--- config.mk ---
export PLATFORM = sky130hd
export DESIGN_NAME = fabric_hsdom
export DESIGN_NICKNAME = d
export VERILOG_FILES = /design/src/fabric_pkg.sv /design/src/fabric_addr_decode.sv /design/src/fabric_hsdom.sv /design/src/fabric_order_queue.sv /design/src/fabric_pause_fsm.sv /design/src/fabric_rr_arbiter.sv /design/src/fabric_skid_buf.sv
export SDC_FILE = /design/constraint.sdc
export NUM_CORES = 1
export LEC_CHECK = 0
export CORE_AREA = 2 2 228 230
export DETAILED_ROUTE_END_ITERATION = 12
export DIE_AREA = 0 0 230 232
export DONT_BUFFER_PORTS = 1
export PLACE_DENSITY = 0.39
export SLEW_MARGIN = 15
export SYNTH_ARGS = -nofsm -noshare
export SYNTH_HDL_FRONTEND = slang
export SYNTH_HIERARCHICAL = 1
export SYNTH_SLANG_ARGS = --single-unit
export TNS_END_PERCENT = 20
--- constraint.sdc ---
create_clock -name seq -period 18.64 [get_ports seq]
set_clock_uncertainty 0.05 [all_clocks]
set_input_delay 3.728 -clock seq [delete_from_list [all_inputs] [get_ports seq]]
set_output_delay 3.728 -clock seq [all_outputs]
set_load 0.005 [all_outputs]
--- src/fabric_pkg.sv ---
`default_nettype none

package fabric_pkg;

    // ========================================
    // Widths and counts
    // ========================================
    localparam int ADDR_W    = 32;
    localparam int DATA_W    = 32;
    localparam int N_MST     = 4;  // cpu0, cpu1, dma, debug
    localparam int N_SLV     = 3;  // mem, periph, bridge
    localparam int MAX_TRANS = 7;

    // ========================================
    // Address map
    // ========================================
    localparam logic [ADDR_W-1:0] SLV_BASE [N_SLV] = '{
        32'h0000_0000,  // memory
        32'h0200_0000,  // peripheral window
        32'h0300_0000   // bridge toward low-speed domain
    };

    localparam logic [ADDR_W-1:0] SLV_SIZE [N_SLV] = '{
        32'h0100_0000,
        32'h0000_0400,
        32'h0008_0000
    };

    typedef logic [$clog2(N_MST)-1:0] mst_idx_t;
    typedef logic [1:0]               slv_idx_t;

    typedef struct packed {
        logic [ADDR_W-1:0] addr;  // Target-local offset
        logic              we;
        logic [DATA_W-1:0] wdata;
        slv_idx_t          slv;
        logic              err;   // Decode error
    } req_t;

    typedef struct packed {
        logic [DATA_W-1:0] rdata;
        logic              err;
    } rsp_t;

endpackage

`default_nettype wire

--- src/fabric_addr_decode.sv ---
`timescale 1ns/1ps
`default_nettype none

module fabric_addr_decode (
    input  logic [fabric_pkg::ADDR_W-1:0] addr,
    output fabric_pkg::slv_idx_t          slv_idx,
    output logic                          dec_err,
    output logic [fabric_pkg::ADDR_W-1:0] local_addr
);

    logic [fabric_pkg::ADDR_W-1:0] offset [fabric_pkg::N_SLV];
    logic [fabric_pkg::N_SLV-1:0]  hit;

    // Window compare
    always_comb begin
        for (int j = 0; j < fabric_pkg::N_SLV; j++) begin
            offset[j] = addr - fabric_pkg::SLV_BASE[j];
            hit[j]    = (addr >= fabric_pkg::SLV_BASE[j]) &&
                        (offset[j] < fabric_pkg::SLV_SIZE[j]);
        end
    end

    always_comb begin
        slv_idx    = '0;
        local_addr = addr;
        dec_err    = 1'b1;
        // Windows are disjoint, lowest index wins anyway
        for (int j = fabric_pkg::N_SLV - 1; j >= 0; j--) begin
            if (hit[j]) begin
                slv_idx    = fabric_pkg::slv_idx_t'(j);
                local_addr = offset[j];
                dec_err    = 1'b0;
            end
        end
    end

endmodule

`default_nettype wire

--- src/fabric_hsdom.sv ---
`timescale 1ns/1ps
`default_nettype none

module fabric_hsdom (
    input  logic                          seq,
    input  logic                          rst,
    // Requester side
    input  logic [fabric_pkg::N_MST-1:0]  m_req_valid,
    input  logic [fabric_pkg::ADDR_W-1:0] m_req_addr  [fabric_pkg::N_MST],
    input  logic [fabric_pkg::N_MST-1:0]  m_req_we,
    input  logic [fabric_pkg::DATA_W-1:0] m_req_wdata [fabric_pkg::N_MST],
    output logic [fabric_pkg::N_MST-1:0]  m_req_ready,
    output logic [fabric_pkg::N_MST-1:0]  m_rsp_valid,
    output logic [fabric_pkg::DATA_W-1:0] m_rsp_rdata [fabric_pkg::N_MST],
    output logic [fabric_pkg::N_MST-1:0]  m_rsp_err,
    input  logic [fabric_pkg::N_MST-1:0]  m_rsp_ready,
    // Target side
    output logic [fabric_pkg::N_SLV-1:0]  s_req_valid,
    output logic [fabric_pkg::ADDR_W-1:0] s_req_addr,
    output logic                          s_req_we,
    output logic [fabric_pkg::DATA_W-1:0] s_req_wdata,
    input  logic [fabric_pkg::N_SLV-1:0]  s_req_ready,
    input  logic [fabric_pkg::N_SLV-1:0]  s_rsp_valid,
    input  logic [fabric_pkg::DATA_W-1:0] s_rsp_rdata [fabric_pkg::N_SLV],
    input  logic [fabric_pkg::N_SLV-1:0]  s_rsp_err,
    output logic [fabric_pkg::N_SLV-1:0]  s_rsp_ready,
    // Pause
    input  logic                          pause_req,
    output logic                          pause_ack
);

    logic [fabric_pkg::N_MST-1:0]  grant;
    fabric_pkg::mst_idx_t          grant_idx;
    logic                          accept;
    logic                          accept_en;
    fabric_pkg::slv_idx_t          dec_slv;
    logic                          dec_err;
    logic [fabric_pkg::ADDR_W-1:0] dec_local;

    fabric_pkg::req_t req_in, req_out;
    logic             req_in_valid, req_in_ready, req_out_valid, req_out_ready;
    fabric_pkg::rsp_t rsp_in, rsp_out;
    logic             rsp_in_valid, rsp_in_ready, rsp_out_valid, rsp_out_ready;

    fabric_pkg::mst_idx_t          head_mst;
    fabric_pkg::slv_idx_t          head_slv;
    logic                          head_err, head_valid, q_full, q_empty, q_pop;
    logic                          drained;
    logic                          tgt_rsp_valid;
    logic [fabric_pkg::DATA_W-1:0] tgt_rsp_rdata;
    logic                          tgt_rsp_err;

    // ========================================
    // Request path
    // ========================================
    fabric_rr_arbiter u_arb (
        .seq       (seq),
        .rst       (rst),
        .req       (m_req_valid),
        .enable    (req_in_ready && !q_full && accept_en),
        .grant     (grant),
        .grant_idx (grant_idx)
    );

    assign m_req_ready = grant;
    assign accept      = |grant;

    fabric_addr_decode u_dec (
        .addr       (m_req_addr[grant_idx]),
        .slv_idx    (dec_slv),
        .dec_err    (dec_err),
        .local_addr (dec_local)
    );

    always_comb begin
        req_in.addr  = dec_local;
        req_in.we    = m_req_we[grant_idx];
        req_in.wdata = m_req_wdata[grant_idx];
        req_in.slv   = dec_slv;
        req_in.err   = dec_err;
    end

    assign req_in_valid = accept && !dec_err;  // Errors never reach a target

    fabric_skid_buf #(.payload_t(fabric_pkg::req_t)) u_req_buf (
        .seq       (seq),
        .rst       (rst),
        .in_valid  (req_in_valid),
        .in_ready  (req_in_ready),
        .in_data   (req_in),
        .out_valid (req_out_valid),
        .out_ready (req_out_ready),
        .out_data  (req_out)
    );

    always_comb begin
        for (int j = 0; j < fabric_pkg::N_SLV; j++) begin
            s_req_valid[j] = req_out_valid && (req_out.slv == fabric_pkg::slv_idx_t'(j));
        end
    end

    assign s_req_addr    = req_out.addr;
    assign s_req_we      = req_out.we;
    assign s_req_wdata   = req_out.wdata;
    assign req_out_ready = |(s_req_valid & s_req_ready);

    fabric_order_queue u_oq (
        .seq        (seq),
        .rst        (rst),
        .push       (accept),
        .push_mst   (grant_idx),
        .push_slv   (dec_slv),
        .push_err   (dec_err),
        .pop        (q_pop),
        .head_mst   (head_mst),
        .head_slv   (head_slv),
        .head_err   (head_err),
        .head_valid (head_valid),
        .full       (q_full),
        .empty      (q_empty)
    );

    // ========================================
    // Response path
    // ========================================
    // One response in the buffer at a time, so it always belongs to the head
    always_comb begin
        tgt_rsp_valid = 1'b0;
        tgt_rsp_rdata = '0;
        tgt_rsp_err   = 1'b0;
        for (int j = 0; j < fabric_pkg::N_SLV; j++) begin
            s_rsp_ready[j] = rsp_in_ready && !rsp_out_valid && head_valid && !head_err &&
                             (head_slv == fabric_pkg::slv_idx_t'(j));
            if (head_slv == fabric_pkg::slv_idx_t'(j)) begin
                tgt_rsp_valid = s_rsp_valid[j];
                tgt_rsp_rdata = s_rsp_rdata[j];
                tgt_rsp_err   = s_rsp_err[j];
            end
        end
    end

    assign rsp_in_valid = head_valid && !rsp_out_valid && (head_err || tgt_rsp_valid);
    assign rsp_in.rdata = head_err ? '0 : tgt_rsp_rdata;  // Decode error reads zero
    assign rsp_in.err   = head_err || tgt_rsp_err;

    fabric_skid_buf #(.payload_t(fabric_pkg::rsp_t)) u_rsp_buf (
        .seq       (seq),
        .rst       (rst),
        .in_valid  (rsp_in_valid),
        .in_ready  (rsp_in_ready),
        .in_data   (rsp_in),
        .out_valid (rsp_out_valid),
        .out_ready (rsp_out_ready),
        .out_data  (rsp_out)
    );

    always_comb begin
        for (int i = 0; i < fabric_pkg::N_MST; i++) begin
            m_rsp_valid[i] = rsp_out_valid && (head_mst == fabric_pkg::mst_idx_t'(i));
            m_rsp_rdata[i] = rsp_out.rdata;
            m_rsp_err[i]   = rsp_out.err;
        end
    end

    assign rsp_out_ready = |(m_rsp_valid & m_rsp_ready);
    assign q_pop         = rsp_out_valid && rsp_out_ready;  // Delivered

    // ========================================
    // Pause
    // ========================================
    assign drained = q_empty && !req_out_valid && req_in_ready;

    fabric_pause_fsm u_pause (
        .seq       (seq),
        .rst       (rst),
        .pause_req (pause_req),
        .drained   (drained),
        .accept_en (accept_en),
        .pause_ack (pause_ack)
    );

endmodule

`default_nettype wire

--- src/fabric_order_queue.sv ---
`timescale 1ns/1ps
`default_nettype none

module fabric_order_queue (
    input  logic                 seq,
    input  logic                 rst,
    input  logic                 push,
    input  fabric_pkg::mst_idx_t push_mst,
    input  fabric_pkg::slv_idx_t push_slv,
    input  logic                 push_err,
    input  logic                 pop,
    output fabric_pkg::mst_idx_t head_mst,
    output fabric_pkg::slv_idx_t head_slv,
    output logic                 head_err,
    output logic                 head_valid,
    output logic                 full,
    output logic                 empty
);

    fabric_pkg::mst_idx_t mst_q [fabric_pkg::MAX_TRANS];
    fabric_pkg::slv_idx_t slv_q [fabric_pkg::MAX_TRANS];
    logic                 err_q [fabric_pkg::MAX_TRANS];

    logic [$clog2(fabric_pkg::MAX_TRANS)-1:0]   wr_ptr;
    logic [$clog2(fabric_pkg::MAX_TRANS)-1:0]   rd_ptr;
    logic [$clog2(fabric_pkg::MAX_TRANS+1)-1:0] count;
    logic                                       do_push;
    logic                                       do_pop;

    // Depth is not a power of two
    function automatic logic [$clog2(fabric_pkg::MAX_TRANS)-1:0] next_ptr(
        input logic [$clog2(fabric_pkg::MAX_TRANS)-1:0] ptr
    );
        return (ptr == fabric_pkg::MAX_TRANS - 1) ? '0 : ptr + 1'b1;
    endfunction

    assign do_push = push && !full;
    assign do_pop  = pop && !empty;

    always_ff @(posedge seq) begin
        if (rst) begin
            wr_ptr <= '0;
            rd_ptr <= '0;
            count  <= '0;
        end else begin
            if (do_push) wr_ptr <= next_ptr(wr_ptr);
            if (do_pop) rd_ptr <= next_ptr(rd_ptr);
            if (do_push && !do_pop) count <= count + 1'b1;
            else if (do_pop && !do_push) count <= count - 1'b1;
        end
    end

    always_ff @(posedge seq) begin
        if (do_push) begin
            mst_q[wr_ptr] <= push_mst;
            slv_q[wr_ptr] <= push_slv;
            err_q[wr_ptr] <= push_err;
        end
    end

    assign head_mst   = mst_q[rd_ptr];
    assign head_slv   = slv_q[rd_ptr];
    assign head_err   = err_q[rd_ptr];
    assign full       = (count == fabric_pkg::MAX_TRANS);
    assign empty      = (count == 0);
    assign head_valid = !empty;

endmodule

`default_nettype wire

--- src/fabric_pause_fsm.sv ---
`timescale 1ns/1ps
`default_nettype none

module fabric_pause_fsm (
    input  logic seq,
    input  logic rst,
    input  logic pause_req,
    input  logic drained,
    output logic accept_en,
    output logic pause_ack
);

    typedef enum logic [1:0] {
        RUN,
        DRAIN,
        PAUSED
    } state_t;

    state_t state;
    state_t state_d;

    always_comb begin
        state_d = state;
        case (state)
            RUN: begin
                if (pause_req) state_d = DRAIN;
            end
            DRAIN: begin
                if (!pause_req) state_d = RUN;  // Request withdrawn
                else if (drained) state_d = PAUSED;
            end
            PAUSED: begin
                if (!pause_req) state_d = RUN;
            end
            default: state_d = RUN;
        endcase
    end

    always_ff @(posedge seq) begin
        if (rst) state <= RUN;
        else state <= state_d;
    end

    // Stop acceptance in the same cycle pause_req rises
    assign accept_en = (state == RUN) && !pause_req;
    assign pause_ack = (state == PAUSED);

endmodule

`default_nettype wire

--- src/fabric_rr_arbiter.sv ---
`timescale 1ns/1ps
`default_nettype none

module fabric_rr_arbiter (
    input  logic                           seq,
    input  logic                           rst,
    input  logic [fabric_pkg::N_MST-1:0]   req,
    input  logic                           enable,
    output logic [fabric_pkg::N_MST-1:0]   grant,
    output fabric_pkg::mst_idx_t           grant_idx
);

    fabric_pkg::mst_idx_t last_idx;  // Last granted requester
    fabric_pkg::mst_idx_t cand;
    logic                 found;

    // ========================================
    // Search starting after last grant
    // ========================================
    always_comb begin
        found     = 1'b0;
        grant_idx = last_idx;
        cand      = last_idx;
        for (int k = 1; k <= fabric_pkg::N_MST; k++) begin
            cand = fabric_pkg::mst_idx_t'((int'(last_idx) + k) % fabric_pkg::N_MST);
            if (!found && req[cand]) begin
                found     = 1'b1;
                grant_idx = cand;
            end
        end
    end

    always_comb begin
        grant = '0;
        if (enable && found) grant[grant_idx] = 1'b1;
    end

    // Pointer only moves on a real grant
    always_ff @(posedge seq) begin
        if (rst) begin
            last_idx <= fabric_pkg::mst_idx_t'(fabric_pkg::N_MST - 1);  // Index 0 first
        end else if (|grant) begin
            last_idx <= grant_idx;
        end
    end

endmodule

`default_nettype wire

--- src/fabric_skid_buf.sv ---
`timescale 1ns/1ps
`default_nettype none

module fabric_skid_buf #(
    parameter type payload_t = logic
) (
    input  logic     seq,
    input  logic     rst,
    input  logic     in_valid,
    output logic     in_ready,
    input  payload_t in_data,
    output logic     out_valid,
    input  logic     out_ready,
    output payload_t out_data
);

    payload_t skid_data;
    logic     skid_valid;
    logic     skid_valid_d;
    logic     out_valid_d;
    logic     in_fire;

    assign in_fire = in_valid && in_ready;

    always_comb begin
        out_valid_d  = out_valid;
        skid_valid_d = skid_valid;
        if (!out_valid || out_ready) begin
            if (skid_valid) begin  // Drain the skid entry first
                out_valid_d  = 1'b1;
                skid_valid_d = 1'b0;
            end else begin
                out_valid_d = in_fire;
            end
        end else if (in_fire) begin
            skid_valid_d = 1'b1;  // Output stalled
        end
    end

    always_ff @(posedge seq) begin
        if (rst) begin
            out_valid  <= 1'b0;
            skid_valid <= 1'b0;
            in_ready   <= 1'b0;
        end else begin
            out_valid  <= out_valid_d;
            skid_valid <= skid_valid_d;
            in_ready   <= !skid_valid_d;
        end
    end

    always_ff @(posedge seq) begin
        if (!out_valid || out_ready) out_data <= skid_valid ? skid_data : in_data;
        if (out_valid && !out_ready && in_fire) skid_data <= in_data;
    end

endmodule

`default_nettype wire

==> results of run 1 <==
==> cells in the final DEF, fill, tap and decap left out, types with 3 or more instances in the layout <==
| master | count |
|---|---|
| sky130_fd_sc_hd__a211oi_1 | 4 |
| sky130_fd_sc_hd__mux2i_1 | 22 |
| sky130_fd_sc_hd__nor4_1 | 6 |
| sky130_fd_sc_hd__ha_1 | 8 |
| sky130_fd_sc_hd__nand2b_1 | 6 |
| sky130_fd_sc_hd__a21oi_1 | 48 |
| sky130_fd_sc_hd__and3b_1 | 4 |
| sky130_fd_sc_hd__and2_1 | 6 |
| sky130_fd_sc_hd__a21o_1 | 5 |
| sky130_fd_sc_hd__nand3_1 | 38 |
| sky130_fd_sc_hd__nand2_1 | 47 |
| sky130_fd_sc_hd__nor2_1 | 18 |
| sky130_fd_sc_hd__mux2_2 | 91 |
| sky130_fd_sc_hd__nor3b_1 | 4 |
| sky130_fd_sc_hd__clkbuf_8 | 3 |
| sky130_fd_sc_hd__nor2b_1 | 4 |
| sky130_fd_sc_hd__dfxtp_1 | 20 |
| sky130_fd_sc_hd__nand4_1 | 4 |
| sky130_fd_sc_hd__xnor2_1 | 3 |
| sky130_fd_sc_hd__nor3_1 | 9 |
| sky130_fd_sc_hd__clkinv_1 | 3 |
| sky130_fd_sc_hd__inv_1 | 14 |
| sky130_fd_sc_hd__clkbuf_1 | 15 |
| sky130_fd_sc_hd__diode_2 | 6 |
| sky130_fd_sc_hd__or3_1 | 3 |
| sky130_fd_sc_hd__clkbuf_16 | 32 |
| sky130_fd_sc_hd__xor2_1 | 3 |
| sky130_fd_sc_hd__mux2_4 | 40 |
| sky130_fd_sc_hd__o22ai_1 | 7 |
| sky130_fd_sc_hd__nand3b_1 | 4 |
| sky130_fd_sc_hd__o21ai_0 | 14 |
| sky130_fd_sc_hd__buf_4 | 12 |
| sky130_fd_sc_hd__edfxtp_1 | 235 |
| sky130_fd_sc_hd__mux4_2 | 65 |
==> final cells by class <==
cell class,instances,area (µm²)
Timing Repair Buffer,12,90.1
Sequential cell,257,7500
Antenna cell,6,15.0
Inverter,16,62.6
Clock inverter,6,76.3
Clock buffer,50,898
Multi-Input combinational cell,506,5130
Fill cell,5095,36300
Tap cell,680,851
==> critical path: stages <==
cell and delay [ns]:
sky130_fd_sc_hd__nand2b_1 0.14, sky130_fd_sc_hd__a21o_1 0.23, sky130_fd_sc_hd__nand3_4 0.29, sky130_fd_sc_hd__buf_4 0.81, sky130_fd_sc_hd__mux4_2 0.64, sky130_fd_sc_hd__nor3_1 0.33
sky130_fd_sc_hd__a21boi_0 0.20, sky130_fd_sc_hd__o31a_1 0.30, sky130_fd_sc_hd__a2111oi_4 0.42, sky130_fd_sc_hd__a41oi_1 0.15, sky130_fd_sc_hd__and2_1 0.32, sky130_fd_sc_hd__nor2b_1 0.20
sky130_fd_sc_hd__nand2_1 0.11, sky130_fd_sc_hd__nor2_4 0.08, sky130_fd_sc_hd__buf_4 0.73
==> registers in the layout, summed over array words and instances, names as in the netlist, named ones only <==
| name | cells |
|---|---|
| u_rsp_buf/out_valid | 1 |
| u_oq/count | 3 |
| u_oq/mst_q | 14 |
| u_req_buf/out_data | 67 |
| u_pause/state | 2 |
| u_req_buf/skid_data | 67 |
| u_oq/slv_q | 14 |
| u_rsp_buf/out_data | 33 |
| u_rsp_buf/skid_data | 33 |
| u_rsp_buf/in_ready | 1 |
| u_rsp_buf/skid_valid | 1 |
| u_req_buf/out_valid | 1 |
| u_arb/last_idx | 2 |
| u_oq/rd_ptr | 3 |
| u_oq/wr_ptr | 3 |
| u_req_buf/skid_valid | 1 |
| u_req_buf/in_ready | 1 |
| u_oq/err_q | 7 |
==> stage by stage <==
step / total power, mW / util, % / cells / hold slack [ns]
after floorplan: 1.05 / - / 958 / 0.387
after global placement: 1.03 / 26.8 / 1471 / 0.404
after detailed placement: 1.03 / 26.8 / 1471 / 0.416
after CTS: 1.64 / 28.7 / 1527 / 0.423
after global routing: 1.69 / 28.7 / 1533 / 0.459
final: 1.60 / 28.7 / 1533 / 0.422
==> worst min-delay path by stage <==
| stage | startpoint | endpoint |
|---|---|---|
| after floorplan | u_pause/state[1]$_SDFFE_PP0P_ | u_pause/state[0]$_SDFFE_PP0P_ |
| after global placement | u_pause/state[1]$_SDFFE_PP0P_ | u_pause/state[0]$_SDFFE_PP0P_ |
| after detailed placement | u_pause/state[1]$_SDFFE_PP0P_ | u_pause/state[0]$_SDFFE_PP0P_ |
| after CTS | u_pause/state[1]$_SDFFE_PP0P_ | u_pause/state[0]$_SDFFE_PP0P_ |
| after global routing | u_pause/state[1]$_SDFFE_PP0P_ | u_pause/state[0]$_SDFFE_PP0P_ |
| final | u_pause/state[1]$_SDFFE_PP0P_ | u_pause/state[0]$_SDFFE_PP0P_ |
==> layer usage <==
metal / routed length, µm / global-route usage, % / part of all wire [%]
met3: 3370 / 4.35 / 8.6
met1: 14600 / 15.9 / 37
met5: 0 / 0 / 0
met2: 19700 / 24.0 / 51
met4: 1340 / 6.29 / 3.4
==> power groups by stage <==
| stage | registers, mW | logic, mW | clock network [mW] |
|---|---|---|---|
| 2_1_floorplan | 0.752 | 0.297 | 0 |
| 3_3_place_gp | 0.798 | 0.236 | 0 |
| 3_5_place_dp | 0.797 | 0.237 | 0 |
| 4_1_cts | 0.786 | 0.238 | 0.613 |
| 5_1_grt | 0.793 | 0.258 | 0.635 |
| 6_report | 0.781 | 0.234 | 0.587 |
==> results.toml, run 1 <==
[pwr]
sw_frac_of_total_pct = 26.9
vdd_drop_max_mv = 0.0471
internal-power_mw = 1.17
power.switching_uw = 431
share_clk_of_total_power_pct = 36.6
power_leakage_nw = 4.77
power.share.sequential_pct = 48.8
cellPowerDensity_mw_per_mm2 = 110
comb_power_share_pct = 14.6

[route]
routed-via-count = 7401
first_iter_violations = 448
postRouteAntennaNets = 0
detail_route.wl_per_cell_um = 25.4
drt_drc_violations_left = 0
firstDrtPassIters = 4
total_routed_length_mm = 39.0
routed_via_density = 4.83

[worst_setup_path]
worstRegToRegCells = 15
critPathArrivalTime_ns = 8.86
cp_max_fo = 67
worst_setup_path_endpoint = "u_req_buf/skid_data[7]$_DFFE_PP_"
worst_r2r_endpoint = "u_req_buf/skid_data[7]$_DFFE_PP_"
critical_path_sink_type = "flip-flop"
worst_ep_required_time_ns = 18.77
critPathLaunch = "m_req_valid[2]"
critical_path.startpoint_type = "input pin"
worst-r2r-setup-slack_ns = 12.54
path_type_of_the_worst_setup_path = "in2reg"
regToRegStartpoint = "u_arb/last_idx[1]$_SDFFE_PP1P_"

[global_route]
first_global_vias = 7791
initial_antenna_violation_count = 9
global_route.overflow_total = 0
grt_max_degree = 69
wire_length_of_the_first_global_routing_pass_mm = 54.6
gr-usage-all-layers_pct = 14.0

[cts]
cts_tree = "done"
num_cts_buffers = 30
cts_sinks = 257
clk-insertion-delay-late_ns = 0.58
cts-resized-gates = 0
htreeDepth = 1
clockBufferDepth = 3
post-cts-setup-buffer-count = 0
cts.hold.buffers_added = 0
clock_slew_at_the_register_clock_pins_of_the_worst_setup_and_hold_paths_ns = 0.06
clock-root-buffer = "sky130_fd_sc_hd__clkbuf_16"

[timing]
finalMaxSlewViolations = 0
max_slew.worst_pin.slew_ns = 1.11
fmax_mhz = 115
fin_tns_setup_ns = 0
layout_min_cycle_time_ns = 8.73
worst_setup_slack_after_layout_ns = 9.91
slew_headroom_pct = 25.8
final-setup-viol-count = 0
final-hold-violation-count = 0
rsz_0062_raised_after_global_routing = "no"
layout_worst_path_cycle_share_pct = 46.8

[finish]
drive_gt1_share_pct = 32.1
fin_nets = 1208
area_growth_syn_to_layout_pct = 4.40
final_area_mm2 = 0.0146

[floorplan]
placeable_core_area_mm2 = 0.0509
die_y_um = 232
fp.dieArea_mm2 = 0.0534
start_util_pct = 27.5
die_width_um = 230
ios = 588
fp-row-count = 83

[place]
place.gp.congestion = 0.809
port_buffers = 0
half_perimeter_wire_length_after_detailed_placement_mm = 28.9
placed_area_mm2 = 0.0136
placement.setup.worst_slack_ns = 9.24

[status]
result_of_the_run = "complete, no violations"

[flow_run]
max-cap-violations = 0

[logic_synthesis]
post_synth.cell_area_avg_um2 = 14.6
synthesis.nets = 1343
syn_area_mm2 = 0.0140
ys_warn_count = 6
synthesized_netlist_cell_count = 958

[min_path]
hold_path_class = "reg2reg"
hold_path_depth = 1
(Power assumes the default switching activity.)
==> run 2, diff against run 1 <==
--- a/config.mk
+++ b/config.mk
@@ -5,11 +5,11 @@
 export SDC_FILE = /design/constraint.sdc
 export NUM_CORES = 1
 export LEC_CHECK = 0
-export CORE_AREA = 2 2 228 230
+export CORE_AREA = 2 2 226 228
 export DETAILED_ROUTE_END_ITERATION = 12
-export DIE_AREA = 0 0 230 232
+export DIE_AREA = 0 0 228 230
 export DONT_BUFFER_PORTS = 1
-export PLACE_DENSITY = 0.39
+export PLACE_DENSITY = 0.41
 export SLEW_MARGIN = 15
 export SYNTH_ARGS = -nofsm -noshare
 export SYNTH_HDL_FRONTEND = slang
==> constraint.sdc (replaced) <==
create_clock -name seq -period 7.09 [get_ports seq]
set_clock_uncertainty 0.05 [all_clocks]
set_input_delay 1.418 -clock seq [delete_from_list [all_inputs] [get_ports seq]]
set_output_delay 1.418 -clock seq [all_outputs]
set_load 0.005 [all_outputs]
==> run 2 against run 1 <==
Register-to-register slack worse by 11 ns. Power increased to 2.7 times the previous value. Largest power group unchanged. Final cell count down 0.65%. Flip-flop and latch count stayed put. Clock power rose to 2.7 times the previous value. Hold slack worse by 0.0095 ns. Routed wire length grew 3.6%. Die area down 1.7%.
==> results.toml, run 2 (synthesis gave the netlist of run 1 again) <==
[timing]
layout_min_cycle_time_ns = 5.65
slew_headroom_pct = 26.6
fin_worst_hold_slack_ns = 0.413
final-setup-viol-count = 0
fmax_mhz = 177
finalMaxSlewViolations = 0
rsz_0062_raised_after_global_routing = "no"
final-hold-violation-count = 0
max_slew.worst_pin.slew_ns = 1.10
layout_worst_path_cycle_share_pct = 79.8
worst_setup_slack_after_layout_ns = 1.44

[global_route]
gr-usage-all-layers_pct = 14.7
grt_max_degree = 75
initial_antenna_violation_count = 8
first_global_vias = 7876
global_route.overflow_total = 0
wire_length_of_the_first_global_routing_pass_mm = 56.5

[route]
drt_drc_violations_left = 0
first_iter_violations = 354
firstDrtPassIters = 7
total_routed_length_mm = 40.4
detail_route.wl_per_cell_um = 26.5
wl_met1_mm = 14.7
routed-via-count = 7428
highest_layer = "met5"
postRouteAntennaNets = 0
met3WireLength_mm = 3.00
routed_via_density = 4.88
detailroute.wirelength.met2_mm = 21.7

[place]
place.gp.congestion = 0.824
half_perimeter_wire_length_after_detailed_placement_mm = 30.8
dpl.cell_count = 1468
placed_area_mm2 = 0.0137
port_buffers = 0
placement.setup.worst_slack_ns = 0.777

[pwr]
power_mw = 4.28
power_leakage_nw = 4.84
comb_power_share_pct = 14.7
sw_frac_of_total_pct = 27.1
power.share.sequential_pct = 47.9
share_clk_of_total_power_pct = 37.4
power.switching_mw = 1.16
internal-power_mw = 3.12
vdd_drop_max_mv = 0.157
cellPowerDensity_mw_per_mm2 = 291

[worst_setup_path]
critical_path.startpoint_type = "input pin"
critPathArrivalTime_ns = 5.87
worst_ep_required_time_ns = 7.31
critical_path_sink_type = "flip-flop"
path_type_of_the_worst_setup_path = "in2reg"
cp_max_fo = 74

[floorplan]
start_util_pct = 28.1
placeable_core_area_mm2 = 0.0499
fp.dieArea_mm2 = 0.0524
ios = 588
fp-row-count = 82
die_width_um = 228
die_y_um = 230

[cts]
clockBufferDepth = 3
num_cts_buffers = 30
cts_tree = "done"
cts.hold.buffers_added = 0
cts-resized-gates = 0
clk-insertion-delay-late_ns = 0.56
post-cts-setup-buffer-count = 0
cts_sinks = 257
clock-root-buffer = "sky130_fd_sc_hd__clkbuf_16"
htreeDepth = 1
clock_slew_at_the_register_clock_pins_of_the_worst_setup_and_hold_paths_ns = 0.06

[finish]
reg_top3 = "u_req_buf/out_data x67, u_req_buf/skid_data x67"
most_frequent_cells_in_the_layout = "235 x sky130_fd_sc_hd__edfxtp_1, 91 x sky130_fd_sc_hd__mux2_2, 65 x sky130_fd_sc_hd__mux4_2"
drive_gt1_share_pct = 34.2
final-instance-count-excl-fill = 1523
final_area_mm2 = 0.0147
fin_nets = 1213
final_common_cell = "sky130_fd_sc_hd__edfxtp_1"
area_growth_syn_to_layout_pct = 5.18

[min_path]
hold_path_class = "reg2reg"

[flow_run]
max-cap-violations = 0

[status]
result_of_the_run = "complete, no violations"
==> run 2: cell types whose count changed in the layout (fill, tap and decap cells not counted), sizes merged <==
cell | before | now
bufinv | 2 | 5
clkinvlp | 0 | 1
diode | 6 | 2
clkbuf | 50 | 33
clkinv | 4 | 13
inv | 16 | 17
buf | 12 | 17
==> run 2: worst paths after layout <==
path / startpoint / endpoint / slack [ns] / cells after the start
setup / recovery: m_req_valid[0] / u_req_buf/skid_data[55]$_DFFE_PP_ / 1.44 / 16
hold / removal: u_pause/state[1]$_SDFFE_PP0P_ / u_pause/state[0]$_SDFFE_PP0P_ / 0.41 / 1
setup reg to reg: u_arb/last_idx[1]$_SDFFE_PP1P_ / u_req_buf/skid_data[55]$_DFFE_PP_ / 1.83 / 16
hold reg to reg: u_pause/state[1]$_SDFFE_PP0P_ / u_pause/state[0]$_SDFFE_PP0P_ / 0.41 / 1
==> run 2: metal layers <==
| layer | up-vias | GRT usage (%) |
|---|---|---|
| li1 | 3295 | - |
| met2 | 404 | 27.8 |
| met3 | 58 | 3.98 |
| met5 | - | 0 |
| met4 | 6 | 4.00 |
| met1 | 3665 | 16.1 |
==> run 2: power by group through the flow <==
stage / Sequential [mW] / Combinational, mW / Clock, mW
finish: 2.05 / 0.631 / 1.60
global route: 2.07 / 0.693 / 1.73
CTS: 2.06 / 0.649 / 1.66
detailed placement: 2.09 / 0.645 / 0
global placement: 2.09 / 0.640 / 0
floorplan: 1.98 / 0.787 / 0
==> run 2: area by class of cell <==
class                   count  area, µm²
fillers                  4996      35100
flip-flops and latches    257       7500
multi-input cells         506       5160
well taps                 672        841
clock buffers              33        783
clock inverters            20        224
repair buffers             17        153
inverters                  16       62.6
diodes                      2       5.00
==> run 2: critical path, stage by stage <==
cell and delay (ns):
sky130_fd_sc_hd__a21oi_1 0.22, sky130_fd_sc_hd__o31ai_4 0.13, sky130_fd_sc_hd__inv_4 0.63, sky130_fd_sc_hd__mux4_2 0.53
sky130_fd_sc_hd__inv_1 0.13, sky130_fd_sc_hd__ha_4 0.18, sky130_fd_sc_hd__and2_4 0.16, sky130_fd_sc_hd__nor4_1 0.27
sky130_fd_sc_hd__a211oi_1 0.12, sky130_fd_sc_hd__a2111oi_4 0.41, sky130_fd_sc_hd__a41oi_2 0.11, sky130_fd_sc_hd__and2_4 0.24
sky130_fd_sc_hd__nor2b_1 0.14, sky130_fd_sc_hd__nand2_1 0.11, sky130_fd_sc_hd__nor2_4 0.64, sky130_fd_sc_hd__buf_4 0.31
==> run 2: metrics by stage <==
| stage | setup TNS [ns] | util, % |
|---|---|---|
| finish | 0 | 29.5 |
| CTS | 0 | 29.5 |
| floorplan | -41.05 | - |
| detailed placement | 0 | 27.5 |
| global route | 0 | 29.5 |
| global placement | 0 | 27.5 |
==> run 3, diff against run 2 <==
--- a/config.mk
+++ b/config.mk
@@ -5,9 +5,10 @@
 export SDC_FILE = /design/constraint.sdc
 export NUM_CORES = 1
 export LEC_CHECK = 0
-export CORE_AREA = 2 2 226 228
+export ABC_AREA = 1
+export CORE_AREA = 2 2 231 233
 export DETAILED_ROUTE_END_ITERATION = 12
-export DIE_AREA = 0 0 228 230
+export DIE_AREA = 0 0 233 235
 export DONT_BUFFER_PORTS = 1
 export PLACE_DENSITY = 0.41
 export SLEW_MARGIN = 15
==> constraint.sdc (replaced) <==
create_clock -name seq -period 5.59 [get_ports seq]
set_clock_uncertainty 0.05 [all_clocks]
set_input_delay 1.118 -clock seq [delete_from_list [all_inputs] [get_ports seq]]
set_output_delay 1.118 -clock seq [all_outputs]
set_load 0.005 [all_outputs]
==> run 3 against run 2 <==
Utilization grew 0.87 points. Setup slack lost 0.70 ns. Clock power grew 24%. Die area grew 4.4%. Cell area grew 7.8%. Global-route usage grew 2.0 points. Sequential power grew 56%. Combinational power grew to 3.9 times the previous value. Critical path type is now reg2reg. Critical endpoint is now u_req_buf/skid_data[39]$_DFFE_PP_.
==> results.toml, run 3 <==
[global_route]
gr-usage-all-layers_pct = 16.8
first_global_vias = 11200
wire_length_of_the_first_global_routing_pass_mm = 69.5
global_route.overflow_total = 0
grt_max_degree = 117
initial_antenna_violation_count = 1

[place]
place.gp.congestion = 0.864
placement.setup.worst_slack_ns = 0.544
port_buffers = 0
half_perimeter_wire_length_after_detailed_placement_mm = 35.4

[route]
total_routed_length_mm = 47.6
routed_via_density = 4.67
firstDrtPassIters = 5
first_iter_violations = 648
routed-via-count = 11200
detail_route.wl_per_cell_um = 19.9
postRouteAntennaNets = 0
drt_drc_violations_left = 0

[worst_setup_path]
worst_ep_required_time_ns = 5.76
crit_chain = "inv_6, nand2_4, nand3_2, nand2_2, inv_2, nor2_4, nand3_2, nand2_8, a21oi_1, o21ai_0, nand2_1, nor2_2, nand3_1, nand2_1, nand2_1, a21oi_1, nand3_1, nand2_4, nor2_4, a31oi_1, nand2_1, nor2_4, buf_12"
path_type_of_the_worst_setup_path = "reg2reg"
critical_path_sink_type = "flip-flop"
critPathArrivalTime_ns = 5.02
timing.critical_path.mode_cell = "sky130_fd_sc_hd__nand2_1"
timing.critical_path.slowest_stage_cell = "sky130_fd_sc_hd__dfxtp_1"
worst-r2r-setup-slack_ns = 0.74
critical_path.startpoint_type = "flip-flop"
slowest_delay_ns = 0.71
cp_max_fo = 89

[logic_synthesis]
ys_warn_count = 6
synthesized_netlist_cell_count = 1851
synthesis.nets = 2236
post_synth.cell_area_avg_um2 = 8.24
syn_area_mm2 = 0.0153

[cts]
cts.hold.buffers_added = 0
clk-insertion-delay-late_ns = 0.58
clock_slew_at_the_register_clock_pins_of_the_worst_setup_and_hold_paths_ns = 0.06
cts-resized-gates = 0
post-cts-setup-buffer-count = 0
cts_tree = "done"
num_cts_buffers = 31
clock-root-buffer = "sky130_fd_sc_hd__clkbuf_16"
clockBufferDepth = 3
htreeDepth = 1
cts_sinks = 257

[floorplan]
die_width_um = 233
die_y_um = 235
placeable_core_area_mm2 = 0.0522
ios = 588
fp-row-count = 84
start_util_pct = 29.2
fp.dieArea_mm2 = 0.0548

[finish]
final_util_pct = 30.4
final.fill_count = 5542
most_frequent_cells_in_the_layout = "623 x sky130_fd_sc_hd__nand2_1, 235 x sky130_fd_sc_hd__edfxtp_1, 220 x sky130_fd_sc_hd__inv_1"
fin_nets = 2066
final_common_cell = "sky130_fd_sc_hd__nand2_1"
reg_top3 = "u_req_buf/out_data x67, u_req_buf/skid_data x67"
register_area_mm2 = 0.00750
multi_input_comb_area_mm2 = 0.00548
area_growth_syn_to_layout_pct = 4.16
drive_gt1_share_pct = 8.97

[status]
result_of_the_run = "complete, no violations"

[timing]
max_slew.worst_pin.slew_ns = 1.03
worst_setup_slack_after_layout_ns = 0.738
fin_tns_setup_ns = 0
layout_min_cycle_time_ns = 4.85
slew_headroom_pct = 31.1
final-setup-viol-count = 0
final-hold-violation-count = 0
fmax_mhz = 206
finalMaxSlewViolations = 0
layout_worst_path_cycle_share_pct = 86.8
rsz_0062_raised_after_global_routing = "no"

[pwr]
cellPowerDensity_mw_per_mm2 = 484
power.share.sequential_pct = 41.7
comb_power_share_pct = 32.4
power.switching_mw = 3.06
vdd_drop_max_mv = 0.231
internal-power_mw = 4.62
share_clk_of_total_power_pct = 25.9
sw_frac_of_total_pct = 39.9
power_leakage_nw = 7.09

[flow_run]
max-cap-violations = 0

[min_path]
hold_path_class = "reg2reg"
-- run 3: path summary, 6_finish.rpt --
path / startpoint / endpoint / cells after the start
hold reg to reg: u_pause/state[0]$_SDFFE_PP0P_ / u_pause/state[0]$_SDFFE_PP0P_ / 1
setup reg to reg: u_arb/last_idx[0]$_SDFFE_PP1P_ / u_req_buf/skid_data[39]$_DFFE_PP_ / 23
hold / removal: u_pause/state[0]$_SDFFE_PP0P_ / u_pause/state[0]$_SDFFE_PP0P_ / 1
setup / recovery: u_arb/last_idx[0]$_SDFFE_PP1P_ / u_req_buf/skid_data[39]$_DFFE_PP_ / 23
-- run 3: cell type report --
type                       count  area share (%)
sequential                   257            47.2
multi-input combinational   1141            34.5
inverter                     237            5.72
tap                          688            5.42
clock buffer                  39            5.32
clock inverter                19            1.00
timing repair buffer          13           0.851
antenna                        1          0.0158
-- run 3: metal layers --
layer | share of wire [%] | up-vias | global-route usage, %
met2 | 50 | 422 | 30.2
li1 | - | 5529 | -
met4 | 2.2 | 0 | 4.30
met3 | 7.7 | 52 | 4.44
met1 | 40 | 5172 | 19.5
met5 | 0 | - | 0
-- run 3: per-stage QoR --
| step | std cells | area [µm²] | hold WS [ns] | power [mW] |
|---|---|---|---|---|
| CTS | 2394 | 15900 | 0.458 | 7.83 |
| global placement | 2336 | 14900 | 0.406 | 5.78 |
| global route | 2395 | 15900 | 0.489 | 8.26 |
| finish | 2395 | 15900 | 0.459 | 7.68 |
| detailed placement | 2336 | 14900 | 0.449 | 5.79 |
| floorplan | 1851 | 15500 | 0.397 | 5.41 |
-- run 3: power groups by stage --
stage	logic, mW	clock network [mW]	registers [mW]
2_1_floorplan	2.46	0	2.96
3_3_place_gp	2.50	0	3.28
3_5_place_dp	2.53	0	3.26
4_1_cts	2.53	2.06	3.23
5_1_grt	2.84	2.12	3.29
6_report	2.49	1.99	3.20
-- run 3: worst max-delay path, delay by kind of cell, from the launching register on --
kind / cells / cell delay (ns)
AO/OA/AOI/OAI: 4 / 0.50
buffers and inverters: 3 / 0.57
flip-flops: 1 / 0.71
AND/OR/NAND/NOR: 16 / 2.51
